### config.mk
export PLATFORM = sky130hd
export DESIGN_NAME = mem_access_top
export DESIGN_NICKNAME = d
export VERILOG_FILES = /design/src/mem_access_pkg.sv /design/src/access_decode.sv /design/src/bus_cycle_ctrl.sv /design/src/load_align.sv /design/src/mem_access_top.sv /design/src/pipe_stage.sv
export SDC_FILE = /design/constraint.sdc
export NUM_CORES = 1
export LEC_CHECK = 0
export BUFFER_PORTS_ARGS = -buffer_cell sky130_fd_sc_hd__buf_2
export CAP_MARGIN = 40
export CELL_PAD_IN_SITES_DETAIL_PLACEMENT = 0
export CELL_PAD_IN_SITES_GLOBAL_PLACEMENT = 1
export CORE_MARGIN = 2
export CORE_UTILIZATION = 50
export DETAILED_ROUTE_END_ITERATION = 16
export PLACE_DENSITY_LB_ADDON = 0.1
export SLEW_MARGIN = 20
export SYNTH_ARGS = -nofsm -noshare
export SYNTH_HDL_FRONTEND = slang
export SYNTH_HIERARCHICAL = 1
export SYNTH_SLANG_ARGS = --single-unit
### constraint.sdc
create_clock -name clk -period 6.7 [get_ports clk]
set_input_delay 0.335 -clock clk [delete_from_list [all_inputs] [get_ports clk]]
set_output_delay 0.335 -clock clk [all_outputs]
set_load 0.01 [all_outputs]
### src/mem_access_pkg.sv
// Load/store access unit
// Shared types
`default_nettype none

package mem_access_pkg;

   typedef enum logic [1:0] {
      SIZE_B = 2'd0, // Byte
      SIZE_H = 2'd1, // Half word
      SIZE_W = 2'd2  // Word
   } access_size_e;

   // Region from the top address nibble
   typedef enum logic [1:0] {
      REG_SRAM = 2'd0, // 1xxx
      REG_IO   = 2'd1, // 01xx
      REG_CTRL = 2'd2, // 0010
      REG_NONE = 2'd3  // Unmapped
   } region_e;

   typedef enum logic [1:0] {
      ST_OK         = 2'd0,
      ST_MISALIGNED = 2'd1,
      ST_BUSERR     = 2'd2
   } status_e;

   // Command from the core
   typedef struct packed {
      logic         is_store;
      access_size_e size;
      logic         is_signed;
      logic [31:0]  addr;
      logic [31:0]  wdata;   // Right aligned store data
   } mem_cmd_t;

   typedef struct packed {
      logic         is_store;
      access_size_e size;
      logic         is_signed;
      logic [31:0]  addr;
      logic [31:0]  wdata;      // Already copied onto its lanes
      logic [3:0]   sel;        // Byte selects
      logic [3:0]   bmask;      // Active low byte mask
      region_e      region;
      logic         misaligned;
   } mem_dec_t;

   typedef struct packed {
      logic [31:0] rdata;
      status_e     status;
      logic        was_store;
   } mem_rsp_t;

   // Raw lane data plus what the result stage needs to align it
   typedef struct packed {
      mem_rsp_t     rsp;
      logic [1:0]   offset;
      access_size_e size;
      logic         is_signed;
   } mem_raw_t;

   typedef struct packed {
      logic [31:0] adr;
      logic [31:0] dat;
      logic [3:0]  sel;
      logic        we;
   } mem_bus_t;

endpackage

`default_nettype wire

### src/access_decode.sv
// Access decode
// Byte selects, mask, region and alignment
`default_nettype none

module access_decode #(
   parameter bit SRAM_EN = 1'b1
) (
   input  wire mem_access_pkg::mem_cmd_t cmd,
   output mem_access_pkg::mem_dec_t      dec
);

   import mem_access_pkg::*;

   logic [1:0]  ofs;        // Byte offset in the word
   logic [3:0]  sel;
   logic [31:0] lanes;      // Store data on its lanes
   logic        misaligned;
   region_e     region;

   assign ofs = cmd.addr[1:0];

   // Size and offset table
   always_comb begin
      case (cmd.size)
         SIZE_B: begin
            sel   = 4'b0001 << ofs;           // One lane
            lanes = {4{cmd.wdata[7:0]}};      // Byte on every lane
         end
         SIZE_H: begin
            sel   = ofs[1] ? 4'b1100 : 4'b0011;
            lanes = {2{cmd.wdata[15:0]}};
         end
         default: begin
            sel   = 4'b1111;                  // Whole word
            lanes = cmd.wdata;
         end
      endcase
   end

   // Half needs even address, word needs offset 0
   always_comb begin
      case (cmd.size)
         SIZE_H:  misaligned = ofs[0];
         SIZE_W:  misaligned = |ofs;
         default: misaligned = 1'b0;
      endcase
   end

   // Region from the top nibble
   always_comb begin
      if (cmd.addr[31])
         region = SRAM_EN ? REG_SRAM : REG_NONE; // No SRAM fitted
      else if (cmd.addr[30])
         region = REG_IO;
      else if (cmd.addr[29:28] == 2'b10)
         region = REG_CTRL;
      else
         region = REG_NONE;
   end

   always_comb begin
      dec.is_store   = cmd.is_store;
      dec.size       = cmd.size;
      dec.is_signed  = cmd.is_signed;
      dec.addr       = cmd.addr;
      dec.wdata      = lanes;
      dec.sel        = sel;
      dec.bmask      = ~sel; // Active low copy
      dec.region     = region;
      dec.misaligned = misaligned;
   end

endmodule

`default_nettype wire

### src/bus_cycle_ctrl.sv
// Bus cycle control
// Strobes, write enables and ack wait
`default_nettype none

module bus_cycle_ctrl (
   input  wire logic                     clk,
   input  wire logic                     RST_I,
   input  wire logic                     dec_valid,
   output logic                          dec_ready,
   input  wire mem_access_pkg::mem_dec_t dec,
   output mem_access_pkg::mem_bus_t      bus,
   output logic                          io_stb,
   output logic                          sram_stb,
   output logic                          ctrl_we,
   input  wire logic                     io_ack,
   input  wire logic                     sram_ack,
   input  wire logic                     bus_err,
   input  wire logic [31:0]              rdata_in,
   output logic                          raw_valid,
   input  wire logic                     raw_ready,
   output mem_access_pkg::mem_raw_t      raw
);

   import mem_access_pkg::*;

   typedef enum logic {IDLE, WAIT} state_e;

   state_e       state;
   logic         accept;
   logic         go_bus;    // Aligned SRAM or I/O access
   logic         end_cycle; // Matching ack or bus error in WAIT
   logic [31:0]  adr_q;
   logic [31:0]  dat_q;
   logic [3:0]   sel_q;
   logic         we_q;
   logic [1:0]   ofs_q;     // Kept for the raw response
   access_size_e size_q;
   logic         signed_q;
   logic         store_q;
   status_e      imm_status;

   assign go_bus = ~dec.misaligned & (dec.region == REG_SRAM | dec.region == REG_IO);

   // Only take a command when the stage behind has room
   assign dec_ready = (state == IDLE) & raw_ready;
   assign accept    = dec_valid & dec_ready;
   assign end_cycle = (state == WAIT) &
                      ((io_stb & io_ack) | (sram_stb & sram_ack) | bus_err);

   always_ff @(posedge clk) begin
      if (RST_I) begin
         state    <= IDLE;
         io_stb   <= 1'b0;
         sram_stb <= 1'b0;
         we_q     <= 1'b0;
         ctrl_we  <= 1'b0;
      end else begin
         ctrl_we <= accept & ~dec.misaligned & dec.is_store & (dec.region == REG_CTRL); // One cycle
         if (accept & go_bus) begin
            state    <= WAIT;
            io_stb   <= (dec.region == REG_IO);
            sram_stb <= (dec.region == REG_SRAM);
            we_q     <= dec.is_store;
         end else if (end_cycle) begin // Ack or bus error ends the strobe
            state    <= IDLE;
            io_stb   <= 1'b0;
            sram_stb <= 1'b0;
            we_q     <= 1'b0;
         end
      end
   end

   // Address, lanes and access details held through WAIT
   always_ff @(posedge clk) begin
      if (accept) begin
         adr_q    <= dec.addr;
         dat_q    <= dec.wdata;
         sel_q    <= dec.sel;
         ofs_q    <= dec.addr[1:0];
         size_q   <= dec.size;
         signed_q <= dec.is_signed;
         store_q  <= dec.is_store;
      end
   end

   assign bus.adr = adr_q;
   assign bus.dat = dat_q;
   assign bus.sel = sel_q;
   assign bus.we  = we_q;

   always_comb begin
      if (dec.misaligned)             imm_status = ST_MISALIGNED;
      else if (dec.region == REG_NONE) imm_status = ST_BUSERR; // Unmapped
      else                            imm_status = ST_OK;
   end

   // CTRL, unmapped and misaligned complete on the accept edge
   assign raw_valid = ((state == IDLE) & dec_valid & ~go_bus) | end_cycle;

   always_comb begin
      if (state == WAIT) begin
         raw.rsp.rdata     = rdata_in; // Sampled by the stage on the ack edge
         raw.rsp.status    = bus_err ? ST_BUSERR : ST_OK;
         raw.rsp.was_store = store_q;
         raw.offset        = ofs_q;
         raw.size          = size_q;
         raw.is_signed     = signed_q;
      end else begin
         raw.rsp.rdata     = '0;       // No read path for these
         raw.rsp.status    = imm_status;
         raw.rsp.was_store = dec.is_store;
         raw.offset        = dec.addr[1:0];
         raw.size          = dec.size;
         raw.is_signed     = dec.is_signed;
      end
   end

endmodule

`default_nettype wire

### src/load_align.sv
// Load data alignment and extension
`default_nettype none

module load_align (
   input  wire mem_access_pkg::mem_raw_t raw,
   input  wire logic                     raw_valid,
   output logic                          raw_ready,
   output mem_access_pkg::mem_rsp_t      rsp,
   output logic                          rsp_valid,
   input  wire logic                     rsp_ready
);

   import mem_access_pkg::*;

   logic [31:0] lanes; // Raw data moved down to lane 0
   logic [31:0] ext;   // After size mask and extension
   logic        zero;  // Stores and errors carry no data

   assign rsp_valid = raw_valid;
   assign raw_ready = rsp_ready;

   assign lanes = raw.rsp.rdata >> {raw.offset, 3'b000};
   assign zero  = raw.rsp.was_store | (raw.rsp.status != ST_OK);

   always_comb begin
      case (raw.size)
         SIZE_B: begin
            if (raw.is_signed)
               ext = {{24{lanes[7]}}, lanes[7:0]};   // Sign bit 7
            else
               ext = {24'h0, lanes[7:0]};
         end
         SIZE_H: begin
            if (raw.is_signed)
               ext = {{16{lanes[15]}}, lanes[15:0]}; // Sign bit 15
            else
               ext = {16'h0, lanes[15:0]};
         end
         default: ext = lanes;
      endcase
   end

   always_comb begin
      rsp.rdata     = zero ? 32'h0 : ext;
      rsp.status    = raw.rsp.status;
      rsp.was_store = raw.rsp.was_store;
   end

endmodule

`default_nettype wire

### src/mem_access_top.sv
// Load/store access unit top
`default_nettype none

module mem_access_top #(
   parameter bit SRAM_EN     = 1'b1,
   parameter int STAGE_DEPTH = 2
) (
   input  wire logic                     clk,
   input  wire logic                     RST_I,
   input  wire logic                     cmd_valid,
   output logic                          cmd_ready,
   input  wire mem_access_pkg::mem_cmd_t cmd,
   output logic                          rsp_valid,
   input  wire logic                     rsp_ready,
   output mem_access_pkg::mem_rsp_t      rsp,
   output mem_access_pkg::mem_bus_t      bus,
   output logic                          io_stb,
   output logic                          sram_stb,
   output logic                          ctrl_we,
   input  wire logic                     io_ack,
   input  wire logic                     sram_ack,
   input  wire logic                     bus_err,
   input  wire logic [31:0]              rdata_in
);

   import mem_access_pkg::*;

   mem_dec_t dec_d;       // Decode output
   mem_dec_t dec_q;       // Stage toward execute
   logic     dec_q_valid;
   logic     dec_q_ready;
   mem_raw_t raw_d;       // Execute output
   mem_raw_t raw_q;       // Stage toward result
   logic     raw_d_valid;
   logic     raw_d_ready;
   logic     raw_q_valid;
   logic     raw_q_ready;

   access_decode #(.SRAM_EN(SRAM_EN)) access_decode_inst (
      .cmd (cmd),
      .dec (dec_d)
   );

   pipe_stage #(.payload_t(mem_dec_t), .DEPTH(STAGE_DEPTH)) dec_stage_inst (
      .clk (clk), .RST_I (RST_I),
      .in_valid (cmd_valid), .in_ready (cmd_ready), .in_data (dec_d),
      .out_valid (dec_q_valid), .out_ready (dec_q_ready), .out_data (dec_q)
   );

   bus_cycle_ctrl bus_cycle_ctrl_inst (
      .clk (clk), .RST_I (RST_I),
      .dec_valid (dec_q_valid), .dec_ready (dec_q_ready), .dec (dec_q),
      .bus (bus), .io_stb (io_stb), .sram_stb (sram_stb), .ctrl_we (ctrl_we),
      .io_ack (io_ack), .sram_ack (sram_ack), .bus_err (bus_err), .rdata_in (rdata_in),
      .raw_valid (raw_d_valid), .raw_ready (raw_d_ready), .raw (raw_d)
   );

   pipe_stage #(.payload_t(mem_raw_t), .DEPTH(STAGE_DEPTH)) raw_stage_inst (
      .clk (clk), .RST_I (RST_I),
      .in_valid (raw_d_valid), .in_ready (raw_d_ready), .in_data (raw_d),
      .out_valid (raw_q_valid), .out_ready (raw_q_ready), .out_data (raw_q)
   );

   load_align load_align_inst (
      .raw (raw_q), .raw_valid (raw_q_valid), .raw_ready (raw_q_ready),
      .rsp (rsp), .rsp_valid (rsp_valid), .rsp_ready (rsp_ready)
   );

endmodule

`default_nettype wire

### src/pipe_stage.sv
// Valid/ready stage with a small circular FIFO
`default_nettype none

module pipe_stage #(
   parameter type payload_t = logic,
   parameter int  DEPTH     = 2
) (
   input  wire logic     clk,
   input  wire logic     RST_I,
   input  wire logic     in_valid,
   output logic          in_ready,
   input  wire payload_t in_data,
   output logic          out_valid,
   input  wire logic     out_ready,
   output payload_t      out_data
);

   localparam int AW = (DEPTH > 1) ? $clog2(DEPTH) : 1; // Pointer width
   localparam int CW = $clog2(DEPTH + 1);               // Count width

   payload_t        mem [DEPTH]; // Entries
   logic [AW-1:0]   wr_ptr;
   logic [AW-1:0]   rd_ptr;
   logic [CW-1:0]   count;
   logic            push;
   logic            pop;

   assign in_ready  = (count != CW'(DEPTH)); // Low when full
   assign out_valid = (count != '0);
   assign out_data  = mem[rd_ptr];

   assign push = in_valid & in_ready;
   assign pop  = out_valid & out_ready;

   always_ff @(posedge clk) begin
      if (push) mem[wr_ptr] <= in_data;
   end

   always_ff @(posedge clk) begin
      if (RST_I) begin
         wr_ptr <= '0;
         rd_ptr <= '0;
         count  <= '0;
      end else begin
         if (push) wr_ptr <= (wr_ptr == AW'(DEPTH - 1)) ? '0 : wr_ptr + 1'b1; // Wrap
         if (pop)  rd_ptr <= (rd_ptr == AW'(DEPTH - 1)) ? '0 : rd_ptr + 1'b1;
         if (push & ~pop)      count <= count + 1'b1;
         else if (pop & ~push) count <= count - 1'b1;
      end
   end

endmodule

`default_nettype wire

==> impl_metrics.toml <==
[min_path]
holdPathStages = 1
worstHoldStart = "cmd[62]"
hold_end = "dec_stage_inst/mem[0][73]"
min_path_type = "primary input to flip-flop"

[worst_setup_path]
critical_path_class = "flip-flop to output pin"
required_arrival_time_at_the_worst_endpoint_ns = 6.36
reg2regPathDepth = 6
nature_of_the_critical_path_endpoint = "output pin"
crit_start_category = "flip-flop"
r2r-end = "raw_stage_inst/mem[0][36]"
slowest_delay_ns = 0.74
r2r_slack_ns = 4.05
critical_path_arrival_ns = 3.79
worstPathMaxFanout = 34
critical_path.cell_chain = "buf_4, mux2_2, mux4_2, o22ai_2, o22ai_1, buf_2"
cp_slowest_cell = "sky130_fd_sc_hd__mux2_2"

[layout]
layout_cell_share_with_drive_strength_beyond_1_pct = 41.0
signed_area_change_from_the_synthesized_netlist_to_the_final_layout_pct = 18.7
final_cell_mix = "302 x sky130_fd_sc_hd__edfxtp_1, 216 x sky130_fd_sc_hd__buf_2, 118 x sky130_fd_sc_hd__mux2_2"
final-seq-area_sq_mm = 0.00937
layout_commonest_cell = "sky130_fd_sc_hd__edfxtp_1"
final_net_count = 1128
total_of_fill_cells_in_the_finished_design = 2041
combined_area_of_the_multi_input_logic_cells_sq_mm = 0.00319
final_util_pct = 60.3
fin_cells = 1377

[floorplan]
die-area_sq_mm = 0.0277
io-pin-count = 216
coreArea_sq_mm = 0.0260
row_count = 59
chipWidth_microns = 166
fp.dieH_microns = 166
effective_utilization_at_floorplan_pct = 50.8

[clock_tree]
cts-buffers-inserted = 31
cts_h_tree_depth = 1
clock-root-buffer = "sky130_fd_sc_hd__clkbuf_16"
cts.sink_count = 317
clk_pin_slew_worst_paths_ns = 0.06
cts_resized = 0
clock_path_buffers = 3
clock_latency_ns = 0.55
cts_tree = "yes"

[timing]
rsz_0062_raised_after_global_routing = "no"
layout_min_cycle_time_ns = 4.12
relSlewSlack_pct = 47.2
hold_slack_ns = 0.0230
setup_skew_after_layout_ns = 0.0174
setup-violations-final = 0
max_freq_mhz = 242
timing.setup.tns_ns = 0
final.period_utilization_pct = 61.6
drv_slew = 0
report.final.hold_viol_count = 0
worstMarginPinSlew_ns = 0.790

[global_route]
globalRouteTotalUtil_pct = 19.0
gr-total-overflow = 0
grt_start_max_net_pins = 50
grt_pass1_vias = 7679
grt_antenna_before_repair = 2
grt_first_pass_wirelength_microns = 41700

[power]
power.total_mw = 6.88
power.ir.vdd_worst_uv = 460
power_density_mw_per_mm2 = 439
leakage_nw = 5.78

[route]
antenna_left = 0
drt_wl_total_microns = 26600
vias_per_cell = 5.30
wl_per_cell_microns = 19.3
remaining_drc_errors = 0
dr.first_iter.drc_count = 433
via_count = 7299
detail_route.first_pass.iterations = 5

[logic_synthesis]
total_of_warnings_raised_by_yosys = 6
synth.avg_cell_area_sq_um = 16.4
syn-cell-area_sq_mm = 0.0132
syn-num-nets = 917
postSynthCellCount = 804

[job]
drv_cap = 0

[outcome]
outcome = "finished, final reports clean"

[placed_design]
dpl.cell_count = 1281
port_buffers = 215
finalWeightedCongestion = 0.879
detailed_place_hpwl_microns = 17900
-- timing repair --
action,CTS,global route
hold endpoints to repair,70,0
hold buffers,36,0
buffers inserted,0,0
-- report_power, final --
| part | internal, mW | switching, mW | leakage (nW) |
|---|---|---|---|
| Sequential | 2.89 | 0.167 | 2.96 |
| Clock | 1.05 | 0.692 | 0.500 |
| Combinational | 0.846 | 1.24 | 2.32 |
| Total | 4.78 | 2.10 | 5.78 |
-- worst max-delay path by stage --
stage / from / end / slack (ns) / cells after the start
floorplan: dec_stage_inst/count[0] / dec_stage_inst/mem[1][0] / 3.82 / 2
global placement: flip-flop / rsp[23] / 3.33 / 6
detailed placement: flip-flop / rsp[23] / 3.18 / 6
CTS: flip-flop / rsp[23] / 2.58 / 6
global route: flip-flop / rsp[20] / 2.32 / 6
finish: flip-flop / rsp[23] / 2.58 / 6
-- state kept, by name, indices dropped and copies added (netlist names), 2 cells and up, named ones only --
signal	count
bus_cycle_ctrl_inst/adr_q	32
bus_cycle_ctrl_inst/dat_q	32
bus_cycle_ctrl_inst/sel_q	4
bus_cycle_ctrl_inst/size_q	2
dec_stage_inst/count	2
dec_stage_inst/mem	150
raw_stage_inst/count	2
raw_stage_inst/mem	80
-- cell type report --
cell class                 count  area share [%]
sequential                   317            59.8
multi-input combinational    390            20.3
timing repair buffer         263            10.2
clock buffer                  41            5.19
tap                          335            2.68
clock inverter                17            1.37
inverter                      12           0.304
antenna                        2          0.0320
-- per-stage QoR --
stage | setup WS [ns] | instance area, sq um
6_report | 2.58 | 15700
5_1_grt | 2.32 | 15700
4_1_cts | 2.58 | 15700
3_5_place_dp | 3.18 | 14300
3_3_place_gp | 3.33 | 14100
2_1_floorplan | 3.82 | 13200
-- worst max-delay path: cells and delay by family (launching register included) --
| family | cells | cell delay, ns |
|---|---|---|
| buffers and inverters | 2 | 0.62 |
| flip-flops | 1 | 0.65 |
| AO/OA/AOI/OAI | 2 | 0.74 |
| multiplexers | 2 | 1.20 |
-- metal layers --
metal	global-route usage [%]	vias to the layer above	share of wire, %
li1	-	3440	-
met1	23.6	3587	40
met4	6.67	0	3.2
met2	32.9	219	51
met5	0	-	0
met3	4.23	53	6.4
Power figures use the tool's default switching activity.
